`src/source/uart_cfg_pkg.sv`:
```
package uart_cfg_pkg;

    // character format, 8N1
    localparam int DATA_BITS  = 8;
    localparam int START_BITS = 1;
    localparam int STOP_BITS  = 1;
    localparam int FRAME_BITS = START_BITS + DATA_BITS + STOP_BITS;

    // one prescale unit is OVERSAMPLE clk cycles, so a bit lasts prescale * OVERSAMPLE cycles
    localparam int OVERSAMPLE = 8;
    localparam int PRESCALE_W = 16;

    // wide enough to hold a full bit period in clk cycles
    localparam int PERIOD_W = PRESCALE_W + $clog2(OVERSAMPLE);

    // total beats each FIFO can hold, output stage included
    localparam int TX_FIFO_DEPTH = 8;
    localparam int RX_FIFO_DEPTH = 4;

endpackage
```
`src/source/uart_stream_pkg.sv`:
```
package uart_stream_pkg;

    // one character on the transmit stream
    typedef struct packed {
        logic [uart_cfg_pkg::DATA_BITS-1:0] data;
    } tx_beat_t;

    // one character on the receive stream, with the stop-bit check
    typedef struct packed {
        logic                               frame_error; // stop bit was sampled low
        logic [uart_cfg_pkg::DATA_BITS-1:0] data;
    } rx_beat_t;

    // frame_error is the MSB and tx_active sits in bit 0
    typedef struct packed {
        logic frame_error; // sticky until clear_errors
        logic overrun;     // sticky until clear_errors
        logic rx_active;
        logic tx_active;
    } uart_status_t;

endpackage

```
`src/source/uart_stream.sv`:
```
`timescale 1ns/1ps

module uart_stream (
    input  logic                                clk,
    input  logic                                arst_n,
    input  logic [uart_cfg_pkg::PRESCALE_W-1:0] prescale,
    input  logic                                clear_errors,
    output uart_stream_pkg::uart_status_t       status,

    input  uart_stream_pkg::tx_beat_t           utx_beat,
    input  logic                                utx_valid,
    output logic                                utx_ready,

    output uart_stream_pkg::rx_beat_t           urx_beat,
    output logic                                urx_valid,
    input  logic                                urx_ready,

    output logic                                txd,
    input  logic                                rxd
);

    uart_stream_pkg::tx_beat_t tx_beat;
    logic                      tx_valid;
    logic                      tx_ready;
    logic                      tx_busy;
    logic                      tx_fifo_empty;

    uart_stream_pkg::rx_beat_t rx_beat;
    logic                      rx_valid;
    logic                      rx_fifo_ready;
    logic                      rx_busy;
    logic                      rx_fifo_empty;

    logic                      overrun_q;
    logic                      frame_error_q;

    stream_fifo #(
        .payload_t (uart_stream_pkg::tx_beat_t),
        .DEPTH     (uart_cfg_pkg::TX_FIFO_DEPTH)
    ) tx_fifo (
        .clk       (clk),
        .arst_n    (arst_n),
        .in_beat   (utx_beat),
        .in_valid  (utx_valid),
        .in_ready  (utx_ready),
        .out_beat  (tx_beat),
        .out_valid (tx_valid),
        .out_ready (tx_ready),
        .empty     (tx_fifo_empty)
    );

    uart_tx tx_inst (
        .clk      (clk),
        .arst_n   (arst_n),
        .beat     (tx_beat),
        .valid    (tx_valid),
        .ready    (tx_ready),
        .prescale (prescale),
        .txd      (txd),
        .busy     (tx_busy)
    );

    uart_rx rx_inst (
        .clk      (clk),
        .arst_n   (arst_n),
        .rxd      (rxd),
        .prescale (prescale),
        .beat     (rx_beat),
        .valid    (rx_valid),
        .busy     (rx_busy)
    );

    // the receiver cannot stall, so a full FIFO loses the beat
    stream_fifo #(
        .payload_t (uart_stream_pkg::rx_beat_t),
        .DEPTH     (uart_cfg_pkg::RX_FIFO_DEPTH)
    ) rx_fifo (
        .clk       (clk),
        .arst_n    (arst_n),
        .in_beat   (rx_beat),
        .in_valid  (rx_valid),
        .in_ready  (rx_fifo_ready),
        .out_beat  (urx_beat),
        .out_valid (urx_valid),
        .out_ready (urx_ready),
        .empty     (rx_fifo_empty)
    );

    // an event in the same cycle as clear_errors keeps the flag set
    always_ff @(posedge clk or negedge arst_n) begin
        if (!arst_n) begin
            overrun_q     <= 1'b0;
            frame_error_q <= 1'b0;
        end else begin
            if (rx_valid && !rx_fifo_ready) begin
                overrun_q <= 1'b1;
            end else if (clear_errors) begin
                overrun_q <= 1'b0;
            end
            if (rx_valid && rx_beat.frame_error) begin
                frame_error_q <= 1'b1;
            end else if (clear_errors) begin
                frame_error_q <= 1'b0;
            end
        end
    end

    always_comb begin
        status             = '0;
        status.tx_active   = tx_busy || !tx_fifo_empty;
        status.rx_active   = rx_busy || !rx_fifo_empty;
        status.overrun     = overrun_q;
        status.frame_error = frame_error_q;
    end

endmodule

```
`src/source/uart_rx.sv`:
```
`timescale 1ns/1ps

module uart_rx (
    input  logic                                clk,
    input  logic                                arst_n,
    input  logic                                rxd,
    input  logic [uart_cfg_pkg::PRESCALE_W-1:0] prescale,
    output uart_stream_pkg::rx_beat_t           beat,
    output logic                                valid,
    output logic                                busy
);

    localparam int DATA_BITS = uart_cfg_pkg::DATA_BITS;
    localparam int PERIOD_W  = uart_cfg_pkg::PERIOD_W;
    localparam int BIT_CNT_W = (DATA_BITS > 1) ? $clog2(DATA_BITS) : 1;

    typedef enum logic [1:0] {
        ST_IDLE,
        ST_START,
        ST_DATA,
        ST_STOP
    } state_t;

    state_t                 state_q;
    logic                   rxd_meta;
    logic                   rxd_s;
    logic                   rxd_q;     // previous synchronized value, for edge detection
    logic [PERIOD_W-1:0]    period_q;
    logic [PERIOD_W-1:0]    cnt_q;
    logic [BIT_CNT_W-1:0]   bits_left_q;
    logic [DATA_BITS-1:0]   shift_q;

    logic                   fall;
    logic                   tick;
    logic [PERIOD_W-1:0]    new_period;

    assign new_period = PERIOD_W'(prescale) * PERIOD_W'(uart_cfg_pkg::OVERSAMPLE);
    assign fall       = rxd_q && !rxd_s;
    assign tick       = (cnt_q == '0);

    // the beat in flight to the FIFO still counts as receiver activity
    assign busy = (state_q != ST_IDLE) || valid;

    always_ff @(posedge clk or negedge arst_n) begin
        if (!arst_n) begin
            rxd_meta <= 1'b1;
            rxd_s    <= 1'b1;
            rxd_q    <= 1'b1;
        end else begin
            rxd_meta <= rxd;
            rxd_s    <= rxd_meta;
            rxd_q    <= rxd_s;
        end
    end

    always_ff @(posedge clk or negedge arst_n) begin
        if (!arst_n) begin
            state_q     <= ST_IDLE;
            cnt_q       <= '0;
            bits_left_q <= '0;
            valid       <= 1'b0;
        end else begin
            valid <= 1'b0;
            if (state_q == ST_IDLE) begin
                if (fall) begin
                    state_q <= ST_START;
                    cnt_q   <= (new_period >> 1) - 1'b1;  // wait to the middle of the start bit
                end
            end else if (!tick) begin
                cnt_q <= cnt_q - 1'b1;
            end else begin
                cnt_q <= period_q - 1'b1;
                case (state_q)
                    ST_START: begin
                        // line back high means a glitch, not a start bit
                        state_q     <= rxd_s ? ST_IDLE : ST_DATA;
                        bits_left_q <= BIT_CNT_W'(DATA_BITS - 1);
                    end
                    ST_DATA: begin
                        if (bits_left_q == '0) begin
                            state_q <= ST_STOP;
                        end
                        bits_left_q <= bits_left_q - 1'b1;
                    end
                    default: begin
                        state_q <= ST_IDLE;
                        valid   <= 1'b1;
                    end
                endcase
            end
        end
    end

    always_ff @(posedge clk) begin
        if (state_q == ST_IDLE && fall) begin
            period_q <= new_period;
        end
        if (state_q == ST_DATA && tick) begin
            shift_q <= {rxd_s, shift_q[DATA_BITS-1:1]};  // LSB arrives first
        end
        if (state_q == ST_STOP && tick) begin
            beat.data        <= shift_q;
            beat.frame_error <= !rxd_s;
        end
    end

endmodule

```
`src/source/uart_tx.sv`:
```
`timescale 1ns/1ps

module uart_tx (
    input  logic                                clk,
    input  logic                                arst_n,
    input  uart_stream_pkg::tx_beat_t           beat,
    input  logic                                valid,
    output logic                                ready,
    input  logic [uart_cfg_pkg::PRESCALE_W-1:0] prescale,
    output logic                                txd,
    output logic                                busy
);

    localparam int FRAME_BITS = uart_cfg_pkg::FRAME_BITS;
    localparam int PERIOD_W   = uart_cfg_pkg::PERIOD_W;
    localparam int BIT_CNT_W  = $clog2(FRAME_BITS);

    logic [PERIOD_W-1:0]   period_q;    // bit period latched when the frame starts
    logic [PERIOD_W-1:0]   cnt_q;
    logic [BIT_CNT_W-1:0]  bits_left_q;
    logic [FRAME_BITS-2:0] shift_q;     // data LSB first, then the stop bit

    logic                  accept;
    logic                  bit_done;
    logic                  bit_step;
    logic [PERIOD_W-1:0]   new_period;

    assign accept     = valid && ready;
    assign new_period = PERIOD_W'(prescale) * PERIOD_W'(uart_cfg_pkg::OVERSAMPLE);
    assign bit_done   = busy && (cnt_q == '0);
    assign bit_step   = bit_done && (bits_left_q != '0);

    always_ff @(posedge clk or negedge arst_n) begin
        if (!arst_n) begin
            ready       <= 1'b1;
            busy        <= 1'b0;
            txd         <= 1'b1;  // line idles high
            cnt_q       <= '0;
            bits_left_q <= '0;
        end else if (accept) begin
            ready       <= 1'b0;
            busy        <= 1'b1;
            txd         <= 1'b0;  // start bit
            cnt_q       <= new_period - 1'b1;
            bits_left_q <= BIT_CNT_W'(FRAME_BITS - 1);
        end else if (busy) begin
            if (!bit_done) begin
                cnt_q <= cnt_q - 1'b1;
            end else if (bit_step) begin
                txd         <= shift_q[0];
                cnt_q       <= period_q - 1'b1;
                bits_left_q <= bits_left_q - 1'b1;
            end else begin
                // stop bit has run its full period
                busy  <= 1'b0;
                ready <= 1'b1;
            end
        end
    end

    always_ff @(posedge clk) begin
        if (accept) begin
            period_q <= new_period;
            shift_q  <= {1'b1, beat.data};
        end else if (bit_step) begin
            shift_q <= {1'b1, shift_q[FRAME_BITS-2:1]};
        end
    end

endmodule

```
`src/source/stream_fifo.sv`:
```
`timescale 1ns/1ps

module stream_fifo #(
    parameter type payload_t = logic [7:0],
    parameter int  DEPTH     = 4
) (
    input  logic     clk,
    input  logic     arst_n,
    input  payload_t in_beat,
    input  logic     in_valid,
    output logic     in_ready,
    output payload_t out_beat,
    output logic     out_valid,
    input  logic     out_ready,
    output logic     empty
);

    localparam int PTR_W = (DEPTH > 1) ? $clog2(DEPTH) : 1;
    localparam int CNT_W = $clog2(DEPTH + 1);

    // the output stage holds one beat, so the buffer never carries more than DEPTH-1
    payload_t   mem [DEPTH];
    logic [PTR_W-1:0] wr_ptr_q;
    logic [PTR_W-1:0] rd_ptr_q;
    logic [CNT_W-1:0] count_q;   // beats held in buffer and output stage together

    logic push;
    logic pop;
    logic mem_empty;
    logic stage_free;
    logic load_out;
    logic write_mem;
    logic [PTR_W-1:0] wr_ptr_next;
    logic [PTR_W-1:0] rd_ptr_next;

    assign in_ready  = (count_q != CNT_W'(DEPTH));
    assign empty     = (count_q == '0);
    assign push      = in_valid && in_ready;
    assign pop       = out_valid && out_ready;
    assign mem_empty = (rd_ptr_q == wr_ptr_q);

    // output register is free this cycle if it is empty or being drained
    assign stage_free = !out_valid || out_ready;
    assign load_out   = stage_free && (!mem_empty || push);

    // a beat skips the buffer when nothing is queued in front of it
    assign write_mem = push && !(stage_free && mem_empty);

    assign wr_ptr_next = (wr_ptr_q == PTR_W'(DEPTH - 1)) ? '0 : wr_ptr_q + 1'b1;
    assign rd_ptr_next = (rd_ptr_q == PTR_W'(DEPTH - 1)) ? '0 : rd_ptr_q + 1'b1;

    always_ff @(posedge clk or negedge arst_n) begin
        if (!arst_n) begin
            wr_ptr_q  <= '0;
            rd_ptr_q  <= '0;
            count_q   <= '0;
            out_valid <= 1'b0;
        end else begin
            if (write_mem) begin
                wr_ptr_q <= wr_ptr_next;
            end
            if (stage_free && !mem_empty) begin
                rd_ptr_q <= rd_ptr_next;
            end
            if (stage_free) begin
                out_valid <= !mem_empty || push;
            end
            count_q <= count_q + CNT_W'(push) - CNT_W'(pop);
        end
    end

    always_ff @(posedge clk) begin
        if (write_mem) begin
            mem[wr_ptr_q] <= in_beat;
        end
        if (load_out) begin
            out_beat <= mem_empty ? in_beat : mem[rd_ptr_q];
        end
    end

endmodule

```
`config.mk`:
```
export PLATFORM = sky130hd
export DESIGN_NAME = uart_stream
export DESIGN_NICKNAME = d
export VERILOG_FILES = /design/src/source/uart_cfg_pkg.sv /design/src/source/uart_stream_pkg.sv /design/src/source/uart_stream.sv /design/src/source/uart_rx.sv /design/src/source/uart_tx.sv /design/src/source/stream_fifo.sv
export SDC_FILE = /design/constraint.sdc
export NUM_CORES = 1
export LEC_CHECK = 0
export ABC_AREA = 1
export BUFFER_PORTS_ARGS = -buffer_cell sky130_fd_sc_hd__buf_2
export CORE_MARGIN = 5
export CORE_UTILIZATION = 23
export CTS_CLUSTER_DIAMETER = 50
export DETAILED_ROUTE_END_ITERATION = 7
export GPL_TIMING_DRIVEN = 0
export PLACE_DENSITY = 0.37
export SLEW_MARGIN = 30
export SYNTH_ARGS = -nofsm -noshare
export SYNTH_HDL_FRONTEND = slang
export SYNTH_HIERARCHICAL = 1
export SYNTH_SLANG_ARGS = --single-unit
```
`constraint.sdc`:
```
create_clock -name clk -period 2.95 [get_ports clk]
set_input_delay 0.59 -clock clk [delete_from_list [all_inputs] [get_ports clk]]
set_output_delay 0.59 -clock clk [all_outputs]
set_load 0.01 [all_outputs]
```
==> impl_results.md <==
* Cell variety after synth at 48
* Combinational power share at 21.1%
* Int Pwr at 7.87 mW
* Hold endpoint: rx_inst/rxd_meta
* Critical path class: reg -> out
* Wirelength, routed at 36.3 mm
* Fin Setup TNS at 0 ns
* Die ar. at 63300 sq um
* Final setup viols at 0
* Seq cells post-synth at 249
* R2R depth at 8
* Crit-path max cell delay at 0.42 ns
* Worst path bufs/invs at 6
* Via count at 10100
* Total global routing overflow at 0
* Slew margin rel. at 38.6%
* Iteration-0 DRC Markers at 580
* Vias in the first global route at 10100
* Slowest stage cell, crit path: dfrtp_1
* Yosys warns at 6
* Io pins at 46
* Die Y at 252 um
* Leakage at 6.87 nW
* GPL Wtd Cong at 0.802
* Final net count at 1701
* Dominant cells by area after synthesis: edfxtp_1, dfrtp_1, nand2_1
* Worst slack, placed at 0.364 ns
* Seq pwr share at 38.6%
* Kind of cell adding the most delay to the critical path: buffers and inverters
* WL/cell at 14.9 um
* Post-Syn Area at 13400 sq um
* Period utilization at 94.8%
* Residual DRC at 0
* GRT Total Usage at 11.4%
* Switching Fraction at 31.6%
* Final min period at 2.80 ns
* Pins Over Slew Limit at 0
* Share of post-route cells with drive strength above 1 at 13.7%
* Syn_nets at 1609
* Top cell type's share of synthesized area at 38.9%
* Critical Path, Cell by Cell: inv_1 > ha_1 > buf_4 > inv_1 > buf_4 > or2_2 > inv_1 > nand2_1 > buf_2
* R2r endpoint: rx_inst/beat[1]
* Net Switching at 3.64 mW
* Diodes inserted at 0
* H-tree Lvls at 2
* Final worst slack at 0.155 ns
* IO buf count at 45
* Worst skew pair latency at 0.55 ns
* Worst Max-Slew Pin Slew at 0.917 ns
* Clk slew on worst S/H paths at 0.05 ns
* Row count at 88
* CTS tree: yes
* Post-Layout Inst Area at 16000 sq um
* Clock Path Buffers at 3
* Post-Syn Area per Cell at 8.69 sq um
* Critical path endpoint category: primary output
* Crit-path most repeated cell: inv_1
* Hold Path Cell Cnt at 1
* Most common cell after layout, fill and taps aside: nand2_1
* HP Class: in -> reg
* Worst path arrival time at 2.21 ns
* Largest net degree at the start of global routing at 54
* Sequential area share after synthesis at 53.0%
* Fin util at 27.7%
* Leading area contributor after synthesis: edfxtp_1
* Clk sink count at 249
* Antenna viol nets, final at 0
* Detailed Place HPWL at 26.1 mm
* VDD IR max at 0.428 mV
* Via density at 4.16
* Setup bufs post-CTS at 0
* Worst R2R Setup Slack at 0.46 ns
* Worst path required time at 2.36 ns
* Worst setup SP type: register
* Clock share of power at 40.4%
* Die Wd at 252 um
* Power Density at 718 nW/um^2
* Final Skew at 0.0157 ns
* Design Power at 11.5 mW
* 1st-pass router iterations at 5
* Core Region at 57800 sq um
* RSZ-0062 raised after global routing: false
* Max_cap viols at 0
* Final hold vios at 0
* Outcome: finished, final reports clean
* Antenna violations before repair at 1
* First-pass GRT wire length at 57.5 mm
* Area grow syn2layout at 19.3%
* TritonCTS buffer count at 42
* Reg2reg start: rx_inst/cnt_q[0]
* Cell count after synthesis at 1545
* Starting Density at 23.2%
* Placement Cell Area at 14700 sq um
* F_max at 358 MHz
* Root Driver: clkbuf_16
* Commonest cells after routing, fill and taps aside: nand2_1, nor2_1, edfxtp_1, inv_1, nand3_1
* Crit path max fanout at 10
* Hold wc startpoint: rxd
-- registers in the layout (all words and copies together) (netlist names), 2 cells and up --
name                 count
tx_inst/cnt_q           19
rx_fifo/out_beat         9
rx_inst/period_q        16
tx_fifo/count_q          4
tx_fifo/mem             64
rx_fifo/count_q          3
rx_inst/state_q          2
rx_inst/cnt_q           19
rx_inst/shift_q          8
rx_fifo/rd_ptr_q         2
tx_inst/bits_left_q      4
tx_inst/period_q        16
tx_fifo/wr_ptr_q         3
tx_fifo/out_beat         8
rx_fifo/wr_ptr_q         2
rx_inst/bits_left_q      3
rx_fifo/mem             36
rx_inst/beat             9
tx_inst/shift_q          8
tx_fifo/rd_ptr_q         3
-- cell type report --
cell class,instances,area (sq um)
Fill cell,6233,41800
Buffer,40,275
Sequential cell,249,7110
Clock inverter,29,240
Clock buffer,48,1090
Inverter,172,653
Multi-Input combinational cell,1084,5410
Tap cell,765,957
Timing Repair Buffer,48,284
-- power groups by stage --
stage / Sequential, mW / Clock [mW] / Combinational (mW)
floorplan: 4.43 / 0 / 1.77
global placement: 4.51 / 0 / 2.43
CTS: 4.44 / 4.82 / 2.47
detailed placement: 4.51 / 0 / 2.45
global route: 4.49 / 4.98 / 2.78
finish: 4.44 / 4.65 / 2.43
-- through the flow --
step | instances | hold WS, ns
final | 2435 | 0.188
after global placement | 2355 | 0.349
after floorplan | 1545 | 0.294
after detailed placement | 2357 | 0.348
after CTS | 2435 | 0.142
after global routing | 2435 | 0.154
-- synthesized netlist by cell type, drive strengths merged --
master,n
xnor2,20
o211ai,4
edfxtp,174
xor2,26
o31ai,1
nor3b,1
ha,32
dfstp,5
buf,33
o311ai,1
nand2,486
o21ai,79
nor2,226
nand3b,6
clkbuf,7
o32ai,1
nor3,9
clkinv,1
nand3,138
a21oi,28
fa,2
a21boi,3
a22oi,4
nand4,9
dfrtp,70
and2,2
or2,6
inv,171
-- layer usage --
layer  GRT usage (%)  part of all wire, %
met3            2.04                  3.7
met5               0                    0
met1            15.4                   48
met2            18.4                   46
met4            3.93                  2.6
-- how the worst max path moves through the flow --
stage,endpoint,cells after the start,from
2_1_floorplan,rx_inst/period_q[10],6,rx_inst/state_q[0]
3_3_place_gp,rx_inst/cnt_q[16],9,rx_inst/state_q[0]
3_5_place_dp,rx_inst/beat[1],8,rx_inst/cnt_q[0]
4_1_cts,status[1],9,rx_inst/state_q[0]
5_1_grt,status[1],9,rx_inst/state_q[0]
6_report,status[1],9,rx_inst/state_q[0]
-- cell families (layout without fill, tap and decap cells) --
| kind of cell | Yosys count | after routing | synth area share [%] |
|---|---|---|---|
| flops | 249 | 249 | 53.0 |
| xor+xnor | 46 | 46 | 3.14 |
| compound gates | 121 | 121 | 5.16 |
| simple gates | 883 | 883 | 28.6 |
| fa+ha+maj | 34 | 34 | 3.28 |
| buf+inv | 212 | 337 | 6.87 |
-- repair_timing --
item                                    CTS  global route
resized for setup                         1             2
pin swaps                                 0             0
cloned                                    0             0
endpoints found under the setup margin    1             1
endpoints found under the hold margin    22             0
hold buffers                              1             0
Power figures use the tool's default switching activity.
